[config.mk]
export PLATFORM = sky130hd
export DESIGN_NAME = bus_result
export DESIGN_NICKNAME = d
export VERILOG_FILES = /design/src/verilog/blueprint_pkg.sv /design/src/verilog/bus_result.sv
export SDC_FILE = /design/constraint.sdc
export NUM_CORES = 1
export LEC_CHECK = 0
export BUFFER_PORTS_ARGS = -buffer_cell sky130_fd_sc_hd__buf_4
export CORE_UTILIZATION = 38
export CTS_BUF_LIST = sky130_fd_sc_hd__clkbuf_4
export DETAILED_ROUTE_END_ITERATION = 12
export GPL_ROUTABILITY_DRIVEN = 0
export PLACE_DENSITY = 0.81
export SLEW_MARGIN = 10
export SYNTH_ARGS = -nofsm -noshare
export SYNTH_HDL_FRONTEND = slang
export SYNTH_SLANG_ARGS = --single-unit
[constraint.sdc]
create_clock -name clk_49m -period 1.15 [get_ports clk_49m]
set_input_delay 0.23 -clock clk_49m [delete_from_list [all_inputs] [get_ports clk_49m]]
set_output_delay 0.23 -clock clk_49m [all_outputs]
set_load 0.05 [all_outputs]
[src/verilog/blueprint_pkg.sv]
//----------------------------
// Blue Print main board constants
// Memory map, region codes, bus widths and video timing
//----------------------------
`default_nettype none

package blueprint_pkg;

	//----------------------------
	// Bus sizes
	//----------------------------
	localparam int ADDR_W  = 16;                // Z80 address space
	localparam int DATA_W  = 8;
	localparam int WRAM_AW = 11;                // 2 KB work RAM

	//----------------------------
	// Region codes
	//----------------------------
	localparam int REGION_W = 3;
	localparam logic [REGION_W-1:0] REG_NONE   = 3'd0; // Unmapped, reads as open bus
	localparam logic [REGION_W-1:0] REG_WRAM   = 3'd1;
	localparam logic [REGION_W-1:0] REG_INPUT  = 3'd2;
	localparam logic [REGION_W-1:0] REG_SNDCMD = 3'd3;
	localparam logic [REGION_W-1:0] REG_CTRL   = 3'd4;

	// Address matches on the upper bits
	localparam logic [4:0] WRAM_BASE_HI = 5'b10000;   // 0x8000-0x87FF
	localparam logic [3:0] INPUT_PAGE   = 4'hC;
	localparam logic [3:0] SNDCMD_PAGE  = 4'hD;
	localparam logic [3:0] CTRL_PAGE    = 4'hE;

	// Input port selects, address bits 1:0
	localparam logic [1:0] PORT_P1  = 2'd0;
	localparam logic [1:0] PORT_P2  = 2'd1;
	localparam logic [1:0] PORT_DIP = 2'd3;        // Select 2 has no port

	localparam logic [DATA_W-1:0] OPEN_BUS = 8'hFF;
	localparam int CTRL_FLIP_BIT = 1;              // Flip is stored inverted
	localparam int CTRL_BANK_BIT = 2;

	//----------------------------
	// Video timing
	//----------------------------
	localparam int CNT_W    = 9;
	localparam int CENTER_W = 4;
	localparam logic [9:0] CEN_N = 10'd89;         // 49.152 MHz * 89/875 ~ 5 MHz
	localparam logic [9:0] CEN_M = 10'd875;
	localparam logic [CNT_W-1:0] H_TOTAL        = 9'd320;
	localparam logic [CNT_W-1:0] V_TOTAL        = 9'd264;
	localparam logic [CNT_W-1:0] H_ACTIVE       = 9'd256;
	localparam logic [CNT_W-1:0] V_ACTIVE_START = 9'd16;
	localparam logic [CNT_W-1:0] V_ACTIVE_END   = 9'd240;
	localparam logic [CNT_W-1:0] HS_BASE  = 9'd280;
	localparam logic [CNT_W-1:0] HS_WIDTH = 9'd32;
	localparam logic [CNT_W-1:0] VS_BASE  = 9'd248;
	localparam logic [CNT_W-1:0] VS_WIDTH = 9'd4;

endpackage

`default_nettype wire
[src/verilog/bus_result.sv]
//----------------------------
// Bus result stage
// Read data select and acknowledge
//----------------------------
`default_nettype none

module bus_result (
	input  wire                                clk_49m,
	input  wire                                reset,      // Active low
	input  wire                                done_i,
	input  wire  [blueprint_pkg::REGION_W-1:0] region_i,
	input  wire  [1:0]                         port_sel_i,
	input  wire  [blueprint_pkg::DATA_W-1:0]   wram_q_i,
	input  wire  [blueprint_pkg::DATA_W-1:0]   p1_controls_i,
	input  wire  [blueprint_pkg::DATA_W-1:0]   p2_controls_i,
	input  wire  [blueprint_pkg::DATA_W-1:0]   dipsw_i,
	output logic [blueprint_pkg::DATA_W-1:0]   dat_o,
	output logic                               ack_o
);

	logic [blueprint_pkg::DATA_W-1:0] rd_val;

	// Read mux, anything not readable floats high
	always_comb begin
		rd_val = blueprint_pkg::OPEN_BUS;
		if (region_i == blueprint_pkg::REG_WRAM) begin
			rd_val = wram_q_i;
		end else if (region_i == blueprint_pkg::REG_INPUT) begin
			case (port_sel_i)
				blueprint_pkg::PORT_P1:  rd_val = p1_controls_i;
				blueprint_pkg::PORT_P2:  rd_val = p2_controls_i;
				blueprint_pkg::PORT_DIP: rd_val = dipsw_i;  // Readback from sound board
				default:                 rd_val = blueprint_pkg::OPEN_BUS;
			endcase
		end
	end

	always_ff @(posedge clk_49m) begin
		if (!reset)
			ack_o <= 1'b0;
		else
			ack_o <= done_i;
	end

	always_ff @(posedge clk_49m) begin
		if (done_i)
			dat_o <= rd_val;                   // Held until the next access
	end

	a_ack_single: assert property (@(posedge clk_49m) disable iff (!reset)
		ack_o |=> !ack_o)
	else $error("bus_result: ack held for two cycles");

endmodule

`default_nettype wire

; ---- After elaboration in Yosys (flattened, before gate mapping)
; Cells that the tools add are included.
[word_totals]
ff_bits = 9
inputBits = 40
output_inout_bits = 9
wordCells = 10
[op_classes]
n_eq_ne = 4
muxes = 3
reduce_logical = 1
[ops]
columns = cell, count
row1 = $pmux 8 s3, 1
row2 = $mux 8, 2
row3 = $eq 3x1->1 const B, 1
row4 = $eq 3x2->1 const B, 1
row5 = $eq 2x1->1 const B, 1
row6 = $eq 2x2->1 const B, 1
row7 = $logic_not 2->1, 1

; ---- Logic depth before layout (Yosys ltp)
; Gate-level depths: netlist of run 1.
[logic_depth]
ltp_word = 4
depth_mapped = 4
mapped_depth_nobuf = 3

; ---- Worst setup path before layout of run 1
; No wires, ideal clock.
[synth_path]
path_type = input to register
startpoint = input port region_i[0] (netlist name)
endpoint = register dat_o[0] (netlist name) (data pin)
setup_time_ns = 0.258
t_arrival_ns = 0.789
required_ns = 0.892
path_slack_ns = 0.103
path_stages = 3
path_buffers = 0
cell_sequence = nor4b_4 > nand2_1 > o221a_1
[synth_via]
elab_chain_len = 3
[synth_lines]
columns = item, line_no
row1 = "start, declared", bus_result.sv:11  ; input wire [blueprint_pkg::REGION_W-1:0] region_i,
row2 = $eq 3x2->1, bus_result.sv:28  ; end else if (region_i == blueprint_pkg::REG_INPUT) begin
row3 = $mux 8, bus_result.sv:28
row4 = $mux 8 *, bus_result.sv:26  ; if (region_i == blueprint_pkg::REG_WRAM) begin
row5 = net rd_val (one bit), bus_result.sv:21  ; logic [blueprint_pkg::DATA_W-1:0] rd_val;
row6 = "end signal, assigned", bus_result.sv:47  ; dat_o <= rd_val;
row7 = "end, declared", bus_result.sv:17  ; output logic [blueprint_pkg::DATA_W-1:0] dat_o,
; Mark *: on every way through the listed nets, which the timed path passes. The rest lies on a longest branch.
; A chain may end at the register's enable or synchronous reset.

; ---- Final worst setup path of run 1
[layout_path]
startpoint = register dat_o[4] (netlist name)
endpoint = output port dat_o[4] (netlist name)
; No word-level cell between the ends.

==> results of run 1 <==
-- synthesized netlist by cell type (all sizes together) (2+ instances only) --
cell    instances
edfxtp          8
nor4b           3
a21oi           2
mux2i           7
nand2           8
o221a           7
-- routing by layer --
metal	vias to the layer above	share of wire	track usage
met1	269	0.36	0.263
met2	29	0.56	0.367
li1	289	-	-
met5	-	0	0
met4	0	0.014	0.103
met3	3	0.067	0.0333
-- power breakdown --
group	switching (uW)	total, uW	leakage, uW	internal (uW)
registers	6.35	389	0.0000885	383
logic	156	313	0.000349	157
clock network	110	267	0.0000184	157
total	272	969	0.000456	696
-- through the flow --
stage	setup slack (ns)	total power (uW)
2_1_floorplan	0.103	540
3_3_place_gp	-0.0870	704
3_5_place_dp	-0.119	711
4_1_cts	0.0697	975
5_1_grt	0.0645	1010
6_report	0.0766	969
-- cells by family after synthesis --
logic type,share of synthesized area
simple gates,0.200
buf+inv,0.0205
mux,0.128
flops,0.474
compound gates,0.178
-- worst min-delay path by stage --
stage / slack, ns / endpoint
6_report: 0.17 / ack_o
5_1_grt: 0.17 / ack_o
4_1_cts: 0.18 / ack_o
3_5_place_dp: 0.45 / ack_o
3_3_place_gp: 0.44 / ack_o
2_1_floorplan: 0.34 / dat_o[0]
-- flip-flops by register name, indices dropped and copies added (netlist names) --
register / cells
dat_o: 8
ack_o: 1
-- final cells by class --
cell class / count / area, um^2
Clock buffer: 4 / 30.0
Fill cell: 100 / 329
Inverter: 1 / 3.75
Multi-Input combinational cell: 33 / 278
Sequential cell: 9 / 260
Tap cell: 15 / 18.8
Timing Repair Buffer: 53 / 398
==> reports/results.ini, run 1 <==
[power]
p_leak_uw = 0.000456
pwr_density_cell_nw_per_um2 = 980
vdd_drop_max_mv = 0.466

[global_routing]
grt_max_degree = 12
first_global_vias = 521
grt-ovfl-total = 0
grt_pass1_wl_um = 2240
grtUsageTotal = 0.216
antenna_found_initial = 0

[clock_network]
root_buffer = clkbuf_4
cts.sinks = 9
post_cts_resized = 0
clkTransAtPathRegs_ns = 0.06
cts_hold_buf = 0
cts_tree = yes
numCtsBuffers = 3
cts_setup_buffers = 0
cts.path.max_buffers = 2
h-tree-depth = 1

[routing]
routed_wl_um = 1550
vias = 590
wire_per_inst_um = 13.5
ant_nets = 0
viasPerCell = 5.13
drt_iter0_drc = 15
first_pass_iters = 4
drc_errors = 0

[yosys]
synth_top_area_frac = 0.437
synth-async-reset-ratio = 0
syn_avg_cell_area_um2 = 12.5
seq_area_frac_synth = 0.474
synth.distinct_cells = 16
syn_nets = 84
synth_area_um2 = 549
synth_largest_area_cell = edfxtp_1
ys.flop_type = edfxtp_1
ys_ff_latch = 9
synth_edf_count = 8
syn_inst = 44
yosys-top-cells-area = edfxtp_1 44%, o221a_1 14%, mux2i_1 13%
yosys_warnings = 0

[critical_path]
crit_path_cell_trace = buf_4
worst-path-buf-inv = 1
cp_top_family = flip-flops
end_kind = output port
crit_cells = 1
path_max_fanout = 1
cp-startpoint = dat_o[4]
path_class = reg -> out
crit_path_start_kind = register
cp_data_arrival_time_ns = 0.84
crit_slowest_cell = edfxtp_1
required_ns = 0.92
crit_end = dat_o[4]
slowest_delay_ns = 0.38

[cells_and_area]
fin_nets = 141
drive_gt1_frac = 0.610
layout_common_cells = 53 x buf_4, 8 x nand2_1, 8 x edfxtp_1, 7 x mux2i_1, 7 x o221a_1
finalNonFillerCells = 115
num_antenna_cells = 0
area_delta_synth_final_pct = 80.0
final_area_um2 = 988
final_common_cell = buf_4
fin_util = 0.750

[hold_path]
min_from = reset
hp-class = in -> reg
holdPathStages = 2

[floorplan]
dieArea_um2 = 1600
fp.dieW_um = 40.0
start_util = 0.417
die_h_um = 40.0
core_um2 = 1320
rows = 13
io_pins = 49

[timing]
final.period_utilization = 0.933
setup_tns_ns = 0
clock.fmax_mhz = 932
hold_ws_ns = 0.174
slew_headroom = 0.829
worst-slew-pin-transition_ns = 0.253
finalHoldViolCount = 0
finalSetupViolCount = 0
min_period_ns = 1.07
drv_slew = 0
rsz0062_at_grt = no

[place]
place_area_um2 = 958
numPlacedInstances = 111
port_buffers = 48
hpwlAfterDp_um = 1300

[status]
run_status = completed

[run]
cap_violations = 0

Note: power is estimated with default switching activity, not from simulation.
==> run 2: changes to the inputs <==
- CAP_MARGIN: unset -> 20
- CELL_PAD_IN_SITES_DETAIL_PLACEMENT: unset -> 2
- CELL_PAD_IN_SITES_GLOBAL_PLACEMENT: unset -> 2
- CORE_UTILIZATION: 38 -> 20
- PLACE_DENSITY: 0.81 -> unset
- PLACE_DENSITY_LB_ADDON: unset -> 0.1
==> run 2 against run 1 <==
  * Hold slack improved by 0.012 ns
  * Setup slack improved by 0.016 ns
  * Sequential share of layout area fell by 0.30 points
  * Die area rose by 85%
  * Maximum frequency rose by 1.5%
  * Critical endpoint is now dat_o[3]
  * Largest power group unchanged
  * First-iteration DRC count fell by 73%
  * Sequential power barely moved
  * Cell count rose by 12%
  * Global-route usage fell by 8.6 points
  * Critical path depth did not move
  * Flip-flop and latch count did not move
==> reports/results.ini, run 2 (same netlist as run 1, synthesis figures left out) <==
[critical_path]
crit_cells = 1  ; unchanged
path_max_fanout = 1  ; unchanged
cp_data_arrival_time_ns = 0.83  ; about the same
slowest_delay_ns = 0.37  ; about the same
worst-path-buf-inv = 1  ; unchanged
crit_path_start_kind = register
crit_slowest_cell = edfxtp_1
end_kind = output port
path_class = reg -> out
cp_top_family = flip-flops
crit_path_cell_trace = buf_4
required_ns = 0.92  ; about the same

[timing]
rsz0062_at_grt = no
min_period_ns = 1.06  ; -0.0160 ns
clock.fmax_mhz = 946  ; +1.5%
final.period_utilization = 0.920  ; -0.0139
fin_ws_ns = 0.0926  ; +0.0160 ns
drv_slew = 0  ; unchanged
setup_tns_ns = 0  ; unchanged
finalHoldViolCount = 0  ; unchanged
finalSetupViolCount = 0  ; unchanged
slew_headroom = 0.742  ; -0.0872
worst-slew-pin-transition_ns = 0.385  ; +0.133 ns

[cells_and_area]
fin_util = 0.393  ; -0.357
top_regs = dat_o (8), ack_o (1)
num_antenna_cells = 0  ; unchanged
layout_common_cells = 52 x buf_4, 8 x nand2_1, 8 x edfxtp_1, 7 x mux2i_1, 7 x o221a_1
drive_gt1_frac = 0.606  ; -0.00394
finalNonFillerCells = 129  ; +12%
final_area_um2 = 1000  ; +1.1%
final_common_cell = buf_4
regMostFlops = dat_o
area_delta_synth_final_pct = 82.0
largest_reg_flops = 8  ; unchanged
fin_nets = 140  ; -0.71%

[status]
run_status = completed

[routing]
drc_errors = 0  ; unchanged
routed_wl_um = 1700  ; +9.6%
vias = 593  ; +0.51%
ant_nets = 0  ; unchanged
first_pass_iters = 2  ; -2
wire_per_inst_um = 13.1  ; -2.3%
viasPerCell = 4.60  ; -10%
drt_iter0_drc = 4  ; -11

[global_routing]
grt_max_degree = 12  ; unchanged
grt-ovfl-total = 0  ; unchanged
grt_use_met2 = 0.250  ; -0.117
grtUsageTotal = 0.130  ; -0.0858
antenna_found_initial = 0  ; unchanged
grt_use_met3 = 0.00833  ; -0.0250
grt_use_met1 = 0.136  ; -0.127
top_usage_layer = met2
grt_pass1_wl_um = 2670  ; +19%
first_global_vias = 613  ; +18%

[floorplan]
rows = 18  ; +5
dieArea_um2 = 2960  ; +85%
fp.dieW_um = 54.4  ; +36%
die_h_um = 54.4  ; +36%
start_util = 0.216  ; -0.201
io_pins = 49  ; unchanged
core_um2 = 2540  ; +93%

[clock_network]
cts_tree = yes
clkTransAtPathRegs_ns = 0.06  ; about the same
post_cts_resized = 0  ; unchanged
cts_hold_buf = 0  ; unchanged
cts.path.max_buffers = 2  ; unchanged
numCtsBuffers = 3  ; unchanged
cts.sinks = 9  ; unchanged
h-tree-depth = 1  ; unchanged
cts_setup_buffers = 0  ; unchanged
root_buffer = clkbuf_4

[run]
cap_violations = 0  ; unchanged

[power]
vdd_drop_max_mv = 0.445  ; -4.7%
p_leak_uw = 0.000450  ; -1.2%
pwr_density_cell_nw_per_um2 = 964  ; -1.7%

[place]
port_buffers = 48  ; unchanged
place_area_um2 = 970  ; +1.2%
numPlacedInstances = 125  ; +13%
dp_slack_ns = -0.157  ; -0.0382 ns

[hold_path]
hp-class = in -> reg
holdPathStages = 2  ; unchanged

## run 2: changes by cell type in the layout (fill, tap and decap cells not counted), sizes merged
cell,change
buf,-1
## run 2: final cells by class
class | count | area, um^2
flip-flops and latches | 9 | 260
clock buffers | 4 | 30.0
inverters | 1 | 3.75
well taps | 30 | 37.5
multi-input cells | 33 | 278
repair buffers | 52 | 390
fillers | 302 | 1550
## run 2: final timing paths
kind	from	end	slack, ns
max	dat_o[3]	dat_o[3]	0.09
min	reset	ack_o	0.19
## run 2: metrics by stage
| step | hold slack [ns] | power (uW) |
|---|---|---|
| after floorplan | 0.342 | 540 |
| after global placement | 0.444 | 712 |
| after detailed placement | 0.457 | 714 |
| after CTS | 0.176 | 987 |
| after global routing | 0.183 | 1020 |
| final | 0.186 | 964 |
## run 2: routing by layer
metal  wire length [um]  vias to the layer above
met5                  0                        -
met4                 25                        0
met3                108                        4
met2                918                       29
met1                642                      273
li1                   -                      287
## run 2: power breakdown
group | internal (uW) | total [uW] | switching (uW)
Combinational | 156 | 313 | 157
Clock | 157 | 262 | 105
Sequential | 383 | 389 | 6.18
