[src/verilog/blueprint_pkg.sv]
//----------------------------
// Blue Print main board constants
// Memory map, region codes, bus widths and video timing
//----------------------------
`default_nettype none

package blueprint_pkg;

	//----------------------------
	// Bus sizes
	//----------------------------
	localparam int ADDR_W  = 16;                // Z80 address space
	localparam int DATA_W  = 8;
	localparam int WRAM_AW = 11;                // 2 KB work RAM

	//----------------------------
	// Region codes
	//----------------------------
	localparam int REGION_W = 3;
	localparam logic [REGION_W-1:0] REG_NONE   = 3'd0; // Unmapped, reads as open bus
	localparam logic [REGION_W-1:0] REG_WRAM   = 3'd1;
	localparam logic [REGION_W-1:0] REG_INPUT  = 3'd2;
	localparam logic [REGION_W-1:0] REG_SNDCMD = 3'd3;
	localparam logic [REGION_W-1:0] REG_CTRL   = 3'd4;

	// Address matches on the upper bits
	localparam logic [4:0] WRAM_BASE_HI = 5'b10000;   // 0x8000-0x87FF
	localparam logic [3:0] INPUT_PAGE   = 4'hC;
	localparam logic [3:0] SNDCMD_PAGE  = 4'hD;
	localparam logic [3:0] CTRL_PAGE    = 4'hE;

	// Input port selects, address bits 1:0
	localparam logic [1:0] PORT_P1  = 2'd0;
	localparam logic [1:0] PORT_P2  = 2'd1;
	localparam logic [1:0] PORT_DIP = 2'd3;        // Select 2 has no port

	localparam logic [DATA_W-1:0] OPEN_BUS = 8'hFF;
	localparam int CTRL_FLIP_BIT = 1;              // Flip is stored inverted
	localparam int CTRL_BANK_BIT = 2;

	//----------------------------
	// Video timing
	//----------------------------
	localparam int CNT_W    = 9;
	localparam int CENTER_W = 4;
	localparam logic [9:0] CEN_N = 10'd89;         // 49.152 MHz * 89/875 ~ 5 MHz
	localparam logic [9:0] CEN_M = 10'd875;
	localparam logic [CNT_W-1:0] H_TOTAL        = 9'd320;
	localparam logic [CNT_W-1:0] V_TOTAL        = 9'd264;
	localparam logic [CNT_W-1:0] H_ACTIVE       = 9'd256;
	localparam logic [CNT_W-1:0] V_ACTIVE_START = 9'd16;
	localparam logic [CNT_W-1:0] V_ACTIVE_END   = 9'd240;
	localparam logic [CNT_W-1:0] HS_BASE  = 9'd280;
	localparam logic [CNT_W-1:0] HS_WIDTH = 9'd32;
	localparam logic [CNT_W-1:0] VS_BASE  = 9'd248;
	localparam logic [CNT_W-1:0] VS_WIDTH = 9'd4;

endpackage

`default_nettype wire
[src/verilog/video_timing.sv]
//----------------------------
// Video timing generator
// Pixel enable, 320x264 raster, syncs and vblank interrupt
//----------------------------
`default_nettype none

module video_timing (
	input  wire                                clk_49m,
	input  wire                                reset,      // Active low
	input  wire  [blueprint_pkg::CENTER_W-1:0] h_center_i,
	input  wire  [blueprint_pkg::CENTER_W-1:0] v_center_i,
	input  wire                                irq_ack_i,
	output logic                               ce_pix_o,
	output logic                               hblank_o,
	output logic                               vblank_o,
	output logic                               hsync_o,
	output logic                               vsync_o,
	output logic                               csync_o,
	output logic                               irq_n_o
);

	localparam int PAD_W = blueprint_pkg::CNT_W - blueprint_pkg::CENTER_W;

	logic [9:0]                      frac_acc;
	logic [10:0]                     frac_sum;   // One extra bit for the compare
	logic                            frac_hit;
	logic [blueprint_pkg::CNT_W-1:0] h_cnt;
	logic [blueprint_pkg::CNT_W-1:0] v_cnt;
	logic [blueprint_pkg::CNT_W-1:0] hs_start;
	logic [blueprint_pkg::CNT_W-1:0] hs_end;
	logic [blueprint_pkg::CNT_W-1:0] vs_start;
	logic [blueprint_pkg::CNT_W-1:0] vs_end;
	logic                            vblank_d;

	//----------------------------
	// Fractional pixel enable
	//----------------------------
	assign frac_sum = {1'b0, frac_acc} + {1'b0, blueprint_pkg::CEN_N};
	assign frac_hit = (frac_sum >= {1'b0, blueprint_pkg::CEN_M});

	always_ff @(posedge clk_49m) begin
		if (!reset) begin
			frac_acc <= '0;
			ce_pix_o <= 1'b0;
		end else begin
			ce_pix_o <= frac_hit;
			if (frac_hit)
				frac_acc <= 10'(frac_sum - {1'b0, blueprint_pkg::CEN_M}); // Keep remainder
			else
				frac_acc <= frac_sum[9:0];
		end
	end

	//----------------------------
	// Raster counters
	//----------------------------
	always_ff @(posedge clk_49m) begin
		if (!reset) begin
			h_cnt <= '0;
			v_cnt <= '0;
		end else if (ce_pix_o) begin
			if (h_cnt == blueprint_pkg::H_TOTAL - 9'd1) begin
				h_cnt <= '0;
				if (v_cnt == blueprint_pkg::V_TOTAL - 9'd1)
					v_cnt <= '0;
				else
					v_cnt <= v_cnt + 9'd1;
			end else begin
				h_cnt <= h_cnt + 9'd1;
			end
		end
	end

	// Blanking, visible area is 256 x 224
	assign hblank_o = (h_cnt >= blueprint_pkg::H_ACTIVE);
	assign vblank_o = (v_cnt < blueprint_pkg::V_ACTIVE_START) |
		(v_cnt >= blueprint_pkg::V_ACTIVE_END);

	// Syncs shifted by the screen centering offsets
	assign hs_start = blueprint_pkg::HS_BASE + {{PAD_W{1'b0}}, h_center_i};
	assign hs_end   = hs_start + blueprint_pkg::HS_WIDTH;
	assign vs_start = blueprint_pkg::VS_BASE + {{PAD_W{1'b0}}, v_center_i};
	assign vs_end   = vs_start + blueprint_pkg::VS_WIDTH;

	assign hsync_o = (h_cnt >= hs_start) && (h_cnt < hs_end);
	assign vsync_o = (v_cnt >= vs_start) && (v_cnt < vs_end);
	assign csync_o = ~(hsync_o ^ vsync_o);

	//----------------------------
	// Frame interrupt
	//----------------------------
	always_ff @(posedge clk_49m) begin
		if (!reset) begin
			irq_n_o  <= 1'b1;
			vblank_d <= 1'b0;
		end else begin
			vblank_d <= vblank_o;
			if (irq_ack_i)
				irq_n_o <= 1'b1;                   // Acknowledge beats a new edge
			else if (vblank_o && !vblank_d)
				irq_n_o <= 1'b0;
		end
	end

	a_h_in_range: assert property (@(posedge clk_49m) disable iff (!reset)
		h_cnt < blueprint_pkg::H_TOTAL)
	else $error("video_timing: h_cnt out of range %0d", h_cnt);

endmodule

`default_nettype wire

[config.mk]
export PLATFORM = sky130hd
export DESIGN_NAME = video_timing
export DESIGN_NICKNAME = d
export VERILOG_FILES = /design/src/verilog/blueprint_pkg.sv /design/src/verilog/video_timing.sv
export SDC_FILE = /design/constraint.sdc
export NUM_CORES = 1
export LEC_CHECK = 0
export ABC_AREA = 1
export BUFFER_PORTS_ARGS = -buffer_cell sky130_fd_sc_hd__buf_2
export CAP_MARGIN = 20
export CORE_MARGIN = 10
export CORE_UTILIZATION = 40
export CTS_CLUSTER_SIZE = 28
export DETAILED_ROUTE_END_ITERATION = 10
export PLACE_DENSITY = 0.67
export RECOVER_POWER = 50
export SETUP_SLACK_MARGIN = 0.15
export SYNTH_ARGS = -nofsm -noshare
export SYNTH_HDL_FRONTEND = slang
export SYNTH_SLANG_ARGS = --single-unit
[constraint.sdc]
create_clock -name clk_49m -period 5.1 [get_ports clk_49m]
set_input_delay 1.02 -clock clk_49m [delete_from_list [all_inputs] [get_ports clk_49m]]
set_output_delay 1.02 -clock clk_49m [all_outputs]
set_load 0.05 [all_outputs]
## Yosys cells after proc, flatten, opt, wreduce, memory -nomap -nowiden

Index checks and enable logic that the tools add are counted.

- Input bits: 11
- Output and inout bits: 7
- Bits in read-only memories: 0
- Memories kept: 0
- Bits in latches: 0
- Register bits: 31
- Memory bits (writable): 0

- Multipliers: 0
- Order comparisons: 8
- Shift-type cells: 0
- Muxes and demuxes: 3
- Divide/modulo/power cells: 0
- Reductions and logical operators: 6
- Equality and inequality tests: 2
- Bitwise logic cells: 4
- Add/subtract/negate cells: 8

Operators by type and width:

| cell | count |
|---|---|
| adder 9 x 1 -> 9 bit, second input constant | 2 |
| == test 9 bit, second input constant | 2 |
| greater-or-equal comparator 9 bit | 2 |
| less-than comparator 9 bit | 2 |
| 2-to-1 mux 9 bit | 2 |
| adder 10 x 7 -> 11 bit, second input constant | 1 |
| greater-or-equal comparator 11 x 10 -> 1 bit, second input constant | 1 |
| 2-to-1 mux 10 bit | 1 |
| subtractor 10 bit, second input constant | 1 |
| adder 8 x 4 -> 9 bit, first input constant | 1 |
| adder 9 x 3 -> 9 bit, second input constant | 1 |
| adder 9 x 4 -> 9 bit, first input constant | 1 |
| adder 9 x 6 -> 9 bit, second input constant | 1 |
| greater-or-equal comparator 9 x 8 -> 1 bit, second input constant | 1 |
| greater-or-equal comparator 9 bit, second input constant | 1 |
| less-than comparator 9 x 5 -> 1 bit, second input constant | 1 |
| logical AND 1 bit | 3 |
| inverter 1 bit | 2 |
| AND reduction 2 bit | 1 |
| OR reduction 2 bit | 1 |
| zero test 1 bit | 1 |
| OR 1 bit | 1 |
| XOR 1 bit | 1 |

## Depth between registers and ports, before layout

- Depth in word-level cells: 6
- Mapped depth: 15
- Depth with buffers taken out: 15

## Least setup slack after synthesis

OpenSTA, ideal clock, no wires.

- Path type: input to output
- From: input port v_center_i[2] (netlist name)
- To: output port csync_o
- Stages: 10
- Arrival: 3488 ps
- Slack: 592 ps
- Cells stage by stage: inv_1 ha_1 inv_1 ha_1 a21oi_1 o21ai_0 nand2_1 o2111ai_1 nor2_1 xor2_1

- Longest elaborated chain between the ends: 6
- Elaborated cells on any way between the ends: 7

RTL lines:

| element | line | text |
|---|---|---|
| start, declared | video_timing.sv:11 | `input wire [blueprint_pkg::CENTER_W-1:0] v_center_i,` |
| adder 8 x 4 -> 9 bit * | video_timing.sv:82 | `assign vs_start = blueprint_pkg::VS_BASE + {{PAD_W{1'b0}}, v_center_i};` |
| adder 9 x 3 -> 9 bit | video_timing.sv:83 | `assign vs_end = vs_start + blueprint_pkg::VS_WIDTH;` |
| less-than comparator 9 bit | video_timing.sv:86 | `assign vsync_o = (v_cnt >= vs_start) && (v_cnt < vs_end);` |
| logical AND 1 bit * | video_timing.sv:86 |  |
| net vsync_o | video_timing.sv:17 | `output logic vsync_o,` |
| XOR 1 bit * | video_timing.sv:87 | `assign csync_o = ~(hsync_o ^ vsync_o);` |
| inverter 1 bit * | video_timing.sv:87 |  |
| end, declared | video_timing.sv:18 | `output logic csync_o,` |

Mark *: on every way through the listed nets, which the timed path passes. The rest lies on a longest branch.

## Worst setup path after layout

- From: input port v_center_i[3] (netlist name)
- To: output port csync_o

- Longest elaborated chain between the ends: 6
- Elaborated cells on any way between the ends: 7

RTL lines:

| element | line |
|---|---|
| adder 8 x 4 -> 9 bit * | video_timing.sv:82 |
| adder 9 x 3 -> 9 bit | video_timing.sv:83 |
| less-than comparator 9 bit | video_timing.sv:86 |
| logical AND 1 bit * | video_timing.sv:86 |
| XOR 1 bit * | video_timing.sv:87 |
| inverter 1 bit * | video_timing.sv:87 |

Every way passes the cells marked *; elsewhere a longest branch is shown, timed or not.

==> flow_metrics.py <==
metrics = {
    "sta": {
        "worstMarginPinSlew_ns": 0.6395,
        "final_hold_viol_count": 0,
        "fin_crit_ns": 3.792,
        "slew_viol_final": 0,
        "tns_ns": 0,
        "rsz0062_at_grt": "false",
        "finalClockSkew_ns": 0.006781,
        "fin_crit_sh_pct": 74.36,
        "slew_headroom_pct": 57.11,
        "setup_viol": 0,
        "timing.fmax_mhz": 263.7,
    },
    "worst_hold_path": {
        "min_path_type": "reg2reg",
    },
    "finish": {
        "drive_gt1_share_pct": 15.69,
        "diodes": 0,
        "final_cells": 451,
        "syn_to_final_growth_pct": 9.478,
        "nets": 418,
        "fillers": 610,
    },
    "floorplan": {
        "die_h_um": 98.98,
        "initial_core_util_pct": 41.65,
        "die-width_um": 98.98,
        "rows": 28,
        "die-area_mm2": 0.009796,
        "coreArea_mm2": 0.005991,
        "io_pins": 18,
    },
    "yosys": {
        "synth_area_per_cell_um2": 7.048,
        "synth_edf_count": 0,
        "synth_cells": 354,
        "synth_cell_types": 34,
        "ys.flop_type": "dfxtp_1",
        "netlist.area_leader.share_pct": 24.87,
        "ys_async_sr_fraction_pct": 0,
        "yosys.area.top_type": "dfxtp_1",
        "synth-seq-cells": 31,
        "yosys_warnings": 0,
        "synth_area_leaders": "dfxtp_1, ha_1, nand2_1",
        "netlist_area_mm2": 0.002495,
        "ys_seq_area_share_pct": 24.87,
        "syn_nets": 397,
    },
    "placement": {
        "port_buffers": 17,
        "gp_congestion": 0.8661,
        "dp.cells": 443,
        "dp_hpwl_mm": 3.950,
    },
    "worst_setup_path": {
        "crit_required_ns": 4.08,
        "crit_type": "in2out",
        "arrival_ns": 2.77,
        "crit_path_end_kind": "primary output",
        "crit_fanout": 6,
        "setup.worst_path.start_class": "input pin",
    },
    "job": {
        "cap_violations": 0,
    },
    "clocking": {
        "cts_tree": "yes",
        "insertion_delay_ns": 0.28,
        "cts_resized": 0,
        "cts_root_buf": "clkbuf_8",
        "cts_buffers": 5,
        "ctsHoldBuffers": 0,
        "path_clk_slew_ns": 0.06,
        "post_cts_buffers": 0,
        "ctsHtreeMaxLevel": 2,
        "clock_sinks": 31,
        "cts_max_path_buffers": 2,
    },
    "routing": {
        "routedWlPerCell_um": 10.67,
        "drtIter0Drc": 38,
        "route.detailed.drc": 0,
        "num_vias": 2178,
        "drt-total-wl_mm": 4.812,
        "dr.pass1.iters": 4,
        "antenna_left": 0,
        "via_per_inst": 4.829,
    },
    "power_and_ir_drop": {
        "p_leak_nw": 1.327,
        "ir_drop_uv": 99.12,
        "total_power_uw": 603.7,
        "powerDensity_mw_per_mm2": 221.0,
    },
    "grt": {
        "grt_max_degree": 18,
        "track_usage_pct": 9.842,
        "antenna_found_initial": 0,
        "grt_overflow_total": 0,
        "grt_pass1_vias": 1960,
        "grt_pass1_wl_mm": 8.362,
    },
    "run_status": {
        "status": "finished clean",
    },
}
-- per-stage QoR --
stage	setup WS (ns)	hold slack, ns	utilization [%]	area, um^2
after floorplan	0.5920	0.4287	-	2495
after global placement	1.341	0.4513	44.32	2655
after detailed placement	1.291	0.4595	44.32	2655
after CTS	1.288	0.4754	45.68	2736
after global routing	1.046	0.5261	45.59	2731
final	1.308	0.4623	45.59	2731
-- final cells by class --
cell class	instances	area, um^2	share of cell area (%)
Clock buffer	7	76.32	2.794
Inverter	56	214.0	7.833
Timing Repair Buffer	17	80.08	2.932
Multi-Input combinational cell	264	1642	60.10
Sequential cell	31	620.6	22.72
Tap cell	75	93.84	3.436
Clock inverter	1	5.005	0.1832
-- power by group --
part	switching, mW	internal [mW]
clock	0.0869	0.0955
sequential	0.00999	0.252
combinational	0.102	0.0573
total	0.199	0.405
-- metal layers --
layer | vias up | global-route usage [%] | routed length [um]
li1 | 1194 | - | -
met1 | 957 | 11.52 | 2253
met2 | 20 | 16.88 | 2298
met3 | 7 | 2.235 | 164
met4 | 0 | 3.859 | 96
met5 | - | 0 | 0
-- cell families after synthesis --
group,Yosys count,share of synthesized area [%]
xor gates and xnor gates,11,3.862
and+or+nand+nor,174,33.95
AOI/OAI and AO/OA,47,11.94
buffers and inverters,59,9.327
DFF,31,24.87
adders and majority gates,32,16.05
-- placed cells by master (no fill, tap or decap), types with 2 or more instances in the layout --
master / Yosys / routed
nand2_1: 71 / 71
a221oi_1: 2 / 2
ha_1: 32 / 32
nand2_2: 17 / 17
a211oi_1: 3 / 3
inv_2: 3 / 3
nor4_1: 4 / 4
clkbuf_8: 0 / 5
a21o_1: 2 / 2
nand3_2: 2 / 2
nor3b_1: 2 / 2
o2111ai_1: 2 / 2
xnor2_1: 2 / 2
clkinv_2: 1 / 2
dfxtp_1: 31 / 31
xor2_1: 9 / 9
o21ai_0: 9 / 9
nand2_4: 3 / 3
nor3_1: 6 / 6
nor2_1: 36 / 36
buf_2: 0 / 13
nand4_1: 3 / 3
nand3_1: 25 / 25
a21oi_2: 8 / 8
a21oi_1: 19 / 19
inv_1: 50 / 50
nor2_4: 3 / 3
clkbuf_1: 1 / 6
-- critical path: stages --
cell,delay (ns)
buf_2,0.14
inv_1,0.09
ha_1,0.18
inv_1,0.11
ha_1,0.26
a21oi_1,0.14
o21ai_0,0.09
nand2_1,0.06
o2111ai_1,0.08
nor2_1,0.18
xor2_1,0.15
buf_2,0.27
-- state kept, by name (all words and copies together), names as in the netlist --
signal / flops
h_cnt: 9
irq_n_o: 1
ce_pix_o: 1
frac_acc: 10
v_cnt: 9
vblank_d: 1
-- Yosys cell counts (3+ instances only) --
| cell | number |
|---|---|
| nand2_1 | 71 |
| inv_2 | 3 |
| dfxtp_1 | 31 |
| inv_1 | 50 |
| a21oi_2 | 8 |
| nor2_4 | 3 |
| nand2_4 | 3 |
| ha_1 | 32 |
| nand3_1 | 25 |
| nor4_1 | 4 |
| xor2_1 | 9 |
| nor3_1 | 6 |
| o21ai_0 | 9 |
| a21oi_1 | 19 |
| nand4_1 | 3 |
| nor2_1 | 36 |
| a211oi_1 | 3 |
| nand2_2 | 17 |
-- final timing paths --
path / slack (ns) / start / endpoint / cells after the start
max reg2reg: 2.86 / frac_acc[0]$_SDFFE_PN0N_ / frac_acc[2]$_SDFF_PN0_ / 14
min reg2reg: 0.46 / vblank_d$_SDFF_PN0_ / irq_n_o$_SDFFE_PP1P_ / 2
max: 1.31 / v_center_i[3] / csync_o / 12
min: 0.46 / vblank_d$_SDFF_PN0_ / irq_n_o$_SDFFE_PP1P_ / 2
Power figures use the tool's default switching activity.
